==> src/common/dcache_macros.svh <==
`ifndef DCACHE_MACROS_SVH
`define DCACHE_MACROS_SVH

// Cache geometry

// Byte address width of the load/store unit
`define DCACHE_ADDR_W 32

// Data word width
`define DCACHE_WORD_W 32

// Words in one cache line, also the memory port width in words
`define DCACHE_LINE_WORDS 4

// Number of lines, direct mapped
`define DCACHE_LINES 16

`endif

==> src/common/dcache_pkg.sv <==
`default_nettype none

`include "dcache_macros.svh"

package dcache_pkg;

  // Field widths derived from the geometry
  localparam int ADDR_W     = `DCACHE_ADDR_W;
  localparam int WORD_W     = `DCACHE_WORD_W;
  localparam int LINE_W     = `DCACHE_WORD_W * `DCACHE_LINE_WORDS;
  localparam int BYTE_OFF_W = $clog2(`DCACHE_WORD_W / 8);
  localparam int WORD_OFF_W = $clog2(`DCACHE_LINE_WORDS);
  localparam int LINE_OFF_W = WORD_OFF_W + BYTE_OFF_W;
  localparam int INDEX_W    = $clog2(`DCACHE_LINES);
  localparam int TAG_W      = ADDR_W - INDEX_W - LINE_OFF_W;

  typedef logic [WORD_W-1:0]     word_t;
  typedef logic [LINE_W-1:0]     line_t;
  typedef logic [ADDR_W-1:0]     addr_t;
  typedef logic [INDEX_W-1:0]    index_t;
  typedef logic [TAG_W-1:0]      tag_t;
  typedef logic [WORD_W/8-1:0]   be_t;

  // Controller states
  typedef enum logic [2:0] {
    IDLE,
    LOOKUP,
    WRITEBACK,
    REFILL,
    ALLOCATE,
    FLUSH_CHECK,
    FLUSH_WB,
    FLUSH_DONE
  } dcache_state_e;

endpackage

`default_nettype wire

==> src/common/dcache_ctrl_if.sv <==
`timescale 1ns/1ps
`default_nettype none

interface dcache_ctrl_if;

  // Controller to datapath
  logic cache_wr;
  logic line_wr;
  logic writeback_req;
  logic flush_active;
  logic flush_next;

  // Datapath to controller
  logic hit;
  logic dirty;
  logic flush_done;

  modport controller (
    output cache_wr, line_wr, writeback_req, flush_active, flush_next,
    input  hit, dirty, flush_done
  );

  modport datapath (
    input  cache_wr, line_wr, writeback_req, flush_active, flush_next,
    output hit, dirty, flush_done
  );

endinterface

`default_nettype wire

==> src/dcache/wb_dcache_controller.sv <==
`timescale 1ns/1ps
`default_nettype none

module wb_dcache_controller (
  input  wire logic          clk_i,
  input  wire logic          arst_n_i,

  dcache_ctrl_if.controller  ctrl,

  // Load/store unit and flush
  input  wire logic          dmem_sel_i,
  input  wire logic          dcache_flush_i,
  input  wire logic          lsu_req_i,
  input  wire logic          lsu_wr_i,
  output logic               lsu_ack_o,
  output logic               dcache_flush_ack_o,

  // Line-wide memory port
  output logic               mem_req_o,
  output logic               mem_wr_o,
  input  wire logic          mem_ack_i
);

  import dcache_pkg::*;

  dcache_state_e state_q;
  dcache_state_e state_d;

  // High in states that own the memory port
  logic          mem_cycle;
  // Forces one idle cycle on the port after every ack
  logic          mem_ack_q;

  always_ff @(posedge clk_i or negedge arst_n_i) begin
    if (!arst_n_i) begin
      state_q   <= IDLE;
      mem_ack_q <= 1'b0;
    end else begin
      state_q   <= state_d;
      mem_ack_q <= mem_ack_i;
    end
  end

  always_comb begin
    state_d             = state_q;
    ctrl.cache_wr       = 1'b0;
    ctrl.line_wr        = 1'b0;
    ctrl.writeback_req  = 1'b0;
    ctrl.flush_active   = 1'b0;
    ctrl.flush_next     = 1'b0;
    lsu_ack_o           = 1'b0;
    dcache_flush_ack_o  = 1'b0;
    mem_wr_o            = 1'b0;
    mem_cycle           = 1'b0;

    unique case (state_q)
      IDLE: begin
        // A flush pulse is lost if not taken here, so it wins
        if (dcache_flush_i) begin
          state_d = FLUSH_CHECK;
        end else if (lsu_req_i && dmem_sel_i) begin
          state_d = LOOKUP;
        end
      end
      LOOKUP: begin
        if (!dmem_sel_i) begin
          state_d = IDLE;
        end else if (ctrl.hit) begin
          lsu_ack_o     = 1'b1;
          ctrl.cache_wr = lsu_wr_i;
          state_d       = IDLE;
        end else if (ctrl.dirty) begin
          state_d = WRITEBACK;
        end else begin
          state_d = REFILL;
        end
      end
      WRITEBACK: begin
        ctrl.writeback_req = 1'b1;
        mem_wr_o           = 1'b1;
        mem_cycle          = 1'b1;
        if (mem_ack_i) begin
          state_d = REFILL;
        end
      end
      REFILL: begin
        mem_cycle = 1'b1;
        if (mem_ack_i) begin
          state_d = ALLOCATE;
        end
      end
      ALLOCATE: begin
        // Fill data was captured on the ack edge
        ctrl.line_wr = 1'b1;
        state_d      = LOOKUP;
      end
      FLUSH_CHECK: begin
        ctrl.flush_active = 1'b1;
        if (ctrl.dirty) begin
          state_d = FLUSH_WB;
        end else begin
          ctrl.flush_next = 1'b1;
          state_d         = ctrl.flush_done ? FLUSH_DONE : FLUSH_CHECK;
        end
      end
      FLUSH_WB: begin
        ctrl.flush_active  = 1'b1;
        ctrl.writeback_req = 1'b1;
        mem_wr_o           = 1'b1;
        mem_cycle          = 1'b1;
        if (mem_ack_i) begin
          ctrl.flush_next = 1'b1;
          state_d         = ctrl.flush_done ? FLUSH_DONE : FLUSH_CHECK;
        end
      end
      FLUSH_DONE: begin
        dcache_flush_ack_o = 1'b1;
        state_d            = IDLE;
      end
      default: begin
        state_d = IDLE;
      end
    endcase
  end

  assign mem_req_o = mem_cycle && !mem_ack_q;

  // Memory request holds until the memory answers
  a_mem_req_held: assert property (@(posedge clk_i) disable iff (!arst_n_i)
    mem_req_o && !mem_ack_i |=> mem_req_o);

  // An ack only answers a pending request
  a_ack_has_req: assert property (@(posedge clk_i) disable iff (!arst_n_i)
    $rose(lsu_ack_o) |-> lsu_req_i);

endmodule

`default_nettype wire

==> src/dcache/wb_dcache_datapath.sv <==
`timescale 1ns/1ps
`default_nettype none

`include "dcache_macros.svh"

module wb_dcache_datapath (
  input  wire logic               clk_i,
  input  wire logic               arst_n_i,

  dcache_ctrl_if.datapath         ctrl,

  // Load/store unit side
  input  wire dcache_pkg::addr_t  lsu_addr_i,
  input  wire dcache_pkg::word_t  lsu_wdata_i,
  input  wire dcache_pkg::be_t    lsu_sel_byte_i,
  output dcache_pkg::word_t       lsu_rdata_o,

  // Memory side
  input  wire dcache_pkg::line_t  mem_rdata_i,
  output dcache_pkg::line_t       mem_wdata_o,
  output dcache_pkg::addr_t       mem_addr_o
);

  import dcache_pkg::*;

  // Arrays
  tag_t                     tag_mem  [`DCACHE_LINES];
  line_t                    data_mem [`DCACHE_LINES];
  logic [`DCACHE_LINES-1:0] valid_q;
  logic [`DCACHE_LINES-1:0] dirty_q;

  index_t                   flush_cnt_q;
  line_t                    fill_q;

  // Request address fields
  tag_t                     req_tag;
  index_t                   req_idx;
  logic [WORD_OFF_W-1:0]    req_off;

  index_t                   sel_idx;
  line_t                    req_line;
  word_t                    old_word;
  word_t                    merged_word;

  assign {req_tag, req_idx, req_off} = lsu_addr_i[ADDR_W-1:BYTE_OFF_W];

  // Flush walks the lines by counter, everything else by request
  assign sel_idx = ctrl.flush_active ? flush_cnt_q : req_idx;

  assign req_line    = data_mem[req_idx];
  assign old_word    = req_line[req_off*WORD_W +: WORD_W];
  assign lsu_rdata_o = old_word;

  // Byte merge for stores
  always_comb begin
    for (int b = 0; b < WORD_W/8; b++) begin
      merged_word[b*8 +: 8] = lsu_sel_byte_i[b] ? lsu_wdata_i[b*8 +: 8]
                                                : old_word[b*8 +: 8];
    end
  end

  assign ctrl.hit        = valid_q[req_idx] && (tag_mem[req_idx] == req_tag);
  assign ctrl.dirty      = valid_q[sel_idx] && dirty_q[sel_idx];
  assign ctrl.flush_done = (flush_cnt_q == index_t'(`DCACHE_LINES - 1));

  // Victim address is rebuilt from the stored tag
  assign mem_addr_o  = ctrl.writeback_req ? {tag_mem[sel_idx], sel_idx, {LINE_OFF_W{1'b0}}}
                                          : {req_tag, req_idx, {LINE_OFF_W{1'b0}}};
  assign mem_wdata_o = data_mem[sel_idx];

  // Line state and flush counter
  always_ff @(posedge clk_i or negedge arst_n_i) begin
    if (!arst_n_i) begin
      valid_q     <= '0;
      dirty_q     <= '0;
      flush_cnt_q <= '0;
    end else begin
      if (ctrl.line_wr) begin
        valid_q[req_idx] <= 1'b1;
        dirty_q[req_idx] <= 1'b0;
      end
      if (ctrl.cache_wr) begin
        dirty_q[req_idx] <= 1'b1;
      end
      if (ctrl.flush_next) begin
        dirty_q[flush_cnt_q] <= 1'b0;
        // Wraps to zero after the last line
        flush_cnt_q          <= flush_cnt_q + 1'b1;
      end
    end
  end

  // Tag and data storage
  always_ff @(posedge clk_i) begin
    fill_q <= mem_rdata_i;
    if (ctrl.line_wr) begin
      data_mem[req_idx] <= fill_q;
      tag_mem[req_idx]  <= req_tag;
    end
    if (ctrl.cache_wr) begin
      data_mem[req_idx][req_off*WORD_W +: WORD_W] <= merged_word;
    end
  end

  // Store hit and line fill come from different states
  a_no_dual_write: assert property (@(posedge clk_i) disable iff (!arst_n_i)
    !(ctrl.cache_wr && ctrl.line_wr));

endmodule

`default_nettype wire

==> src/hdl/wb_dcache_top.sv <==
`timescale 1ns/1ps
`default_nettype none

module wb_dcache_top (
  input  wire logic               clk_i,
  input  wire logic               arst_n_i,
  input  wire logic               dmem_sel_i,
  input  wire logic               dcache_flush_i,

  // Load/store unit
  input  wire logic               lsu_req_i,
  input  wire logic               lsu_wr_i,
  input  wire dcache_pkg::addr_t  lsu_addr_i,
  input  wire dcache_pkg::word_t  lsu_wdata_i,
  input  wire dcache_pkg::be_t    lsu_sel_byte_i,
  output logic                    lsu_ack_o,
  output dcache_pkg::word_t       lsu_rdata_o,
  output logic                    dcache_flush_ack_o,

  // Data memory
  output logic                    mem_req_o,
  output logic                    mem_wr_o,
  output dcache_pkg::addr_t       mem_addr_o,
  output dcache_pkg::line_t       mem_wdata_o,
  input  wire dcache_pkg::line_t  mem_rdata_i,
  input  wire logic               mem_ack_i
);

  dcache_ctrl_if ctrl_if ();

  wb_dcache_controller u_controller (
    .clk_i              (clk_i),
    .arst_n_i           (arst_n_i),
    .ctrl               (ctrl_if),
    .dmem_sel_i         (dmem_sel_i),
    .dcache_flush_i     (dcache_flush_i),
    .lsu_req_i          (lsu_req_i),
    .lsu_wr_i           (lsu_wr_i),
    .lsu_ack_o          (lsu_ack_o),
    .dcache_flush_ack_o (dcache_flush_ack_o),
    .mem_req_o          (mem_req_o),
    .mem_wr_o           (mem_wr_o),
    .mem_ack_i          (mem_ack_i)
  );

  wb_dcache_datapath u_datapath (
    .clk_i              (clk_i),
    .arst_n_i           (arst_n_i),
    .ctrl               (ctrl_if),
    .lsu_addr_i         (lsu_addr_i),
    .lsu_wdata_i        (lsu_wdata_i),
    .lsu_sel_byte_i     (lsu_sel_byte_i),
    .lsu_rdata_o        (lsu_rdata_o),
    .mem_rdata_i        (mem_rdata_i),
    .mem_wdata_o        (mem_wdata_o),
    .mem_addr_o         (mem_addr_o)
  );

endmodule

`default_nettype wire

==> config.mk <==
export PLATFORM = sky130hd
export DESIGN_NAME = wb_dcache_top
export DESIGN_NICKNAME = d
export VERILOG_FILES = /design/src/common/dcache_pkg.sv /design/src/common/dcache_ctrl_if.sv /design/src/dcache/wb_dcache_controller.sv /design/src/dcache/wb_dcache_datapath.sv /design/src/hdl/wb_dcache_top.sv
export VERILOG_INCLUDE_DIRS = /design/src /design/src/common
export SDC_FILE = /design/constraint.sdc
export NUM_CORES = 2
export LEC_CHECK = 0
export ABC_AREA = 0
export BUFFER_PORTS_ARGS = -buffer_cell sky130_fd_sc_hd__buf_2
export CELL_PAD_IN_SITES_DETAIL_PLACEMENT = 0
export CELL_PAD_IN_SITES_GLOBAL_PLACEMENT = 1
export CORE_ASPECT_RATIO = 0.9
export CORE_MARGIN = 2
export CORE_UTILIZATION = 35
export CTS_BUF_LIST = sky130_fd_sc_hd__clkbuf_2 sky130_fd_sc_hd__clkbuf_4 sky130_fd_sc_hd__clkbuf_8
export CTS_CLUSTER_SIZE = 20
export DETAILED_ROUTE_END_ITERATION = 12
export GPL_ROUTABILITY_DRIVEN = 0
export GPL_TIMING_DRIVEN = 0
export PLACE_DENSITY = 0.62
export SYNTH_ARGS = -nofsm -noshare
export SYNTH_HDL_FRONTEND = slang
export SYNTH_SLANG_ARGS = --single-unit
==> constraint.sdc <==
create_clock -name clk_i -period 4.54 [get_ports clk_i]
set_input_delay 0.454 -clock clk_i [delete_from_list [all_inputs] [get_ports clk_i]]
set_output_delay 0.454 -clock clk_i [all_outputs]
set_load 0.05 [all_outputs]
==> qor.csv <==
metric;value;unit
synth_top_area_share;61.1;%
yosysTopAreaCell;edfxtp_1;
pwr_density_cell;488;nW/um^2
finalClockSkew;96.6;ps
synth.mux.area_fraction;26.7;%
rr_endpoint;u_datapath.data_mem[9][82];
ioPinCount;399;
maxSlewHeadroom;-5.29;%
synth_fa_ha_area_share;0.0837;%
synth_cell_type_count;71;
max_clock_freq;0.202;GHz
core;340000;sq um
finalNonFillerCells;12598;
ys_async_sr_fraction;1.54;%
dieArea;346000;sq um
htreeDepth;5;
drtAntennaViolNets;0;
leakagePower;51.2;nW
rows;203;
wl_per_cell;41.7;microns
yosysSeqAreaShare;64.1;%
cp.arrival;4490;ps
crit_top_cell;buf_6;
utilization;45.8;%
dp.cells;11133;
critical-path-max-stage-delay;470;ps
drc_errors;0;
portBuffers;384;
overflow;0;
worstMarginPinSlew;1580;ps
drt-pass1-iter-count;8;
vias;79955;
critPathMaxFanout;10;
cp-end-kind;primary output;
clkSlewWorstSetupHoldPaths;70;ps
path_cells;buf_2 -> buf_4 -> buf_6 -> buf_6 -> buf_6 -> buf_6 -> buf_4 -> mux2_4 -> clkbuf_8 -> clkbuf_16 -> clkbuf_4 -> nand2_1 -> a31oi_4 -> buf_6;
synth_edf_count;2432;
regArea;76600;sq um
synth-compound-area-share;3.30;%
synth_simple_gate_area_share;3.59;%
ir_drop;0.296;mV
first_global_vias;76256;
synthXorXnorAreaFrac;0.234;%
cts_tree;built;
worstRegToRegCells;11;
worstReg2RegStart;u_datapath.tag_mem[3][3];
die_width;620;microns
fin_crit;4940;ps
outcome;finished with violations;
yosys-top-cells-area;edfxtp_1 (61%), mux4_2 (26%), dfxtp_1 (2.1%);
antenna_found_initial;46;
start_util;35.2;%
finalSetupViolations;478;
cts_sinks;2600;
viasPerCell;6.35;
critPathLaunchType;input pin;
grt_max_degree;41;
syn_area;120000;sq um
dpl.hpwl;354;mm
synthCells;6140;
cp-startpoint;lsu_addr_i[7];
fin_crit_sh;109;%
layout_setup_ws;-400;ps
clock-root-buffer;clkbuf_8;
cts_buffers;434;
hold_class;input pin to async pin;
max-clock-path-buffers;4;
drv_slew;11;
fillerInstances;28699;
rsz0062_at_grt;true;
grtUsageTotal;29.0;%
worstPathRequired;4090;ps
area_growth;30.1;%
rrSetupSlack;-70;ps
ys_warn_count;0;
dr.first_iter.drc_count;12989;
cpMaxStageDelayCell;a31oi_4;
final_common_cell;edfxtp_1;
path_class;input pin to primary output;
die_h;558;microns
drt-total-wl;526;mm
drive_above_1_share;49.9;%
cap_violations;2;
synth-seq-cells;2600;
crit_end;mem_wdata_o[101];
hold_violations;0;
yosys_most_used_dff;edfxtp_1;
multi_input_area;45500;sq um
synth_top_family_by_area;multiplexers;
grt_pass1_wl;673;mm
violations;max-capacitance violations, max-slew violations, negative setup slack;
finalNetCount;7893;
final_cell_mix;edfxtp_1 (2432), mux4_2 (1359), clkbuf_8 (506);
synth.avg_cell_area;19.5;sq um
clk_latency;1190;ps
## registers in the layout, indices dropped and copies added, names as in the netlist
| signal | flops |
|---|---|
| u_datapath.tag_mem | 384 |
| u_controller.state_q | 3 |
| u_controller.mem_ack_q | 1 |
| u_datapath.fill_q | 128 |
| u_datapath.data_mem | 2048 |
| u_datapath.dirty_q | 16 |
| u_datapath.valid_q | 16 |
| u_datapath.flush_cnt_q | 4 |
## cell usage after synthesis, types with 13 or more instances
master and count:
dfrtp_1 40, buf_6 28, or2_2 20, clkbuf_1 280
a211oi_1 149, dfxtp_1 128, nor2b_1 24, o22ai_1 14
a31oi_1 134, buf_4 27, a21o_1 130, mux2i_2 25
a21oi_1 15, o21ai_0 69, nor3_1 130, inv_1 17
nand2_1 450, buf_2 62, and2_1 122, buf_1 103
nand3_1 37, and3_1 15, mux2_2 21, edfxtp_1 2432
mux2i_1 69, nor2_1 92, mux4_2 1359, xor2_1 19
xnor2_1 13
## repair_timing
action	4_1_cts	5_1_grt
endpoints found under the hold margin	556	0
cloned	20	52
setup buffers	94	191
hold buffers	280	0
pin swaps	78	234
setup endpoints to repair	4405	3117
resized for setup	1529	1220
## cell families after synthesis
logic type                 Yosys count
AOI/OAI and AO/OA                  568
xor gates and xnor gates            32
adders and majority gates            8
buffers and inverters              523
DFF                               2600
muxes                             1477
other                                1
and+or+nand+nor                    931
## per-stage QoR
step | cell area (sq um) | hold WS (ps) | total power [mW] | setup slack (ps) | setup TNS, ps
after floorplan | 120000 | 158 | 38.7 | -458 | -87930
after global placement | 127000 | 485 | 46.6 | -5450 | -
after detailed placement | 130000 | 482 | 47.0 | -4310 | -
after CTS | 148000 | 9.40 | 71.3 | -447 | -219540
after global routing | 155000 | 62.3 | 77.3 | -416 | -57380
final | 156000 | 75.7 | 75.9 | -400 | -51060
## per-layer routing
| metal | global-route usage [%] | vias up | wire length, microns |
|---|---|---|---|
| met5 | 0 | - | 131 |
| met4 | 17.9 | 20 | 40100 |
| met3 | 8.90 | 1337 | 66800 |
| met2 | 43.8 | 6282 | 233000 |
| met1 | 36.7 | 42934 | 185000 |
| li1 | - | 29382 | - |
## final cells by class
| class | count | area share (%) |
|---|---|---|
| antenna | 35 | 0.0563 |
| sequential | 2600 | 49.2 |
| inverter | 20 | 0.0563 |
| multi-input combinational | 3030 | 29.2 |
| clock buffer | 604 | 4.79 |
| buffer | 493 | 3.90 |
| clock inverter | 203 | 0.819 |
| tap | 4510 | 3.63 |
| timing repair buffer | 1103 | 8.28 |
## critical path, delay by kind of cell
kind	cells	cell delay [ps]
compound gates	1	470
buf+inv	11	3070
mux	1	260
simple gates	1	150
## worst min path at each step
stage,slack (ps),startpoint,endpoint,cells after the start
global route,60,mem_ack_i,u_controller.mem_ack_q,2
CTS,9,mem_ack_i,u_controller.mem_ack_q,2
detailed placement,480,u_datapath.valid_q[2],u_datapath.valid_q[2],1
finish,80,arst_n_i,u_controller.mem_ack_q,2
global placement,490,u_datapath.valid_q[0],u_datapath.valid_q[0],1
floorplan,160,arst_n_i,u_controller.mem_ack_q,0
## where the power goes
group / switching [mW] / internal, mW / total (mW)
logic: 16.6 / 10.8 / 27.4
clock network: 10.3 / 11.1 / 21.4
registers: 0.340 / 26.8 / 27.1
(Power assumes the default switching activity.)
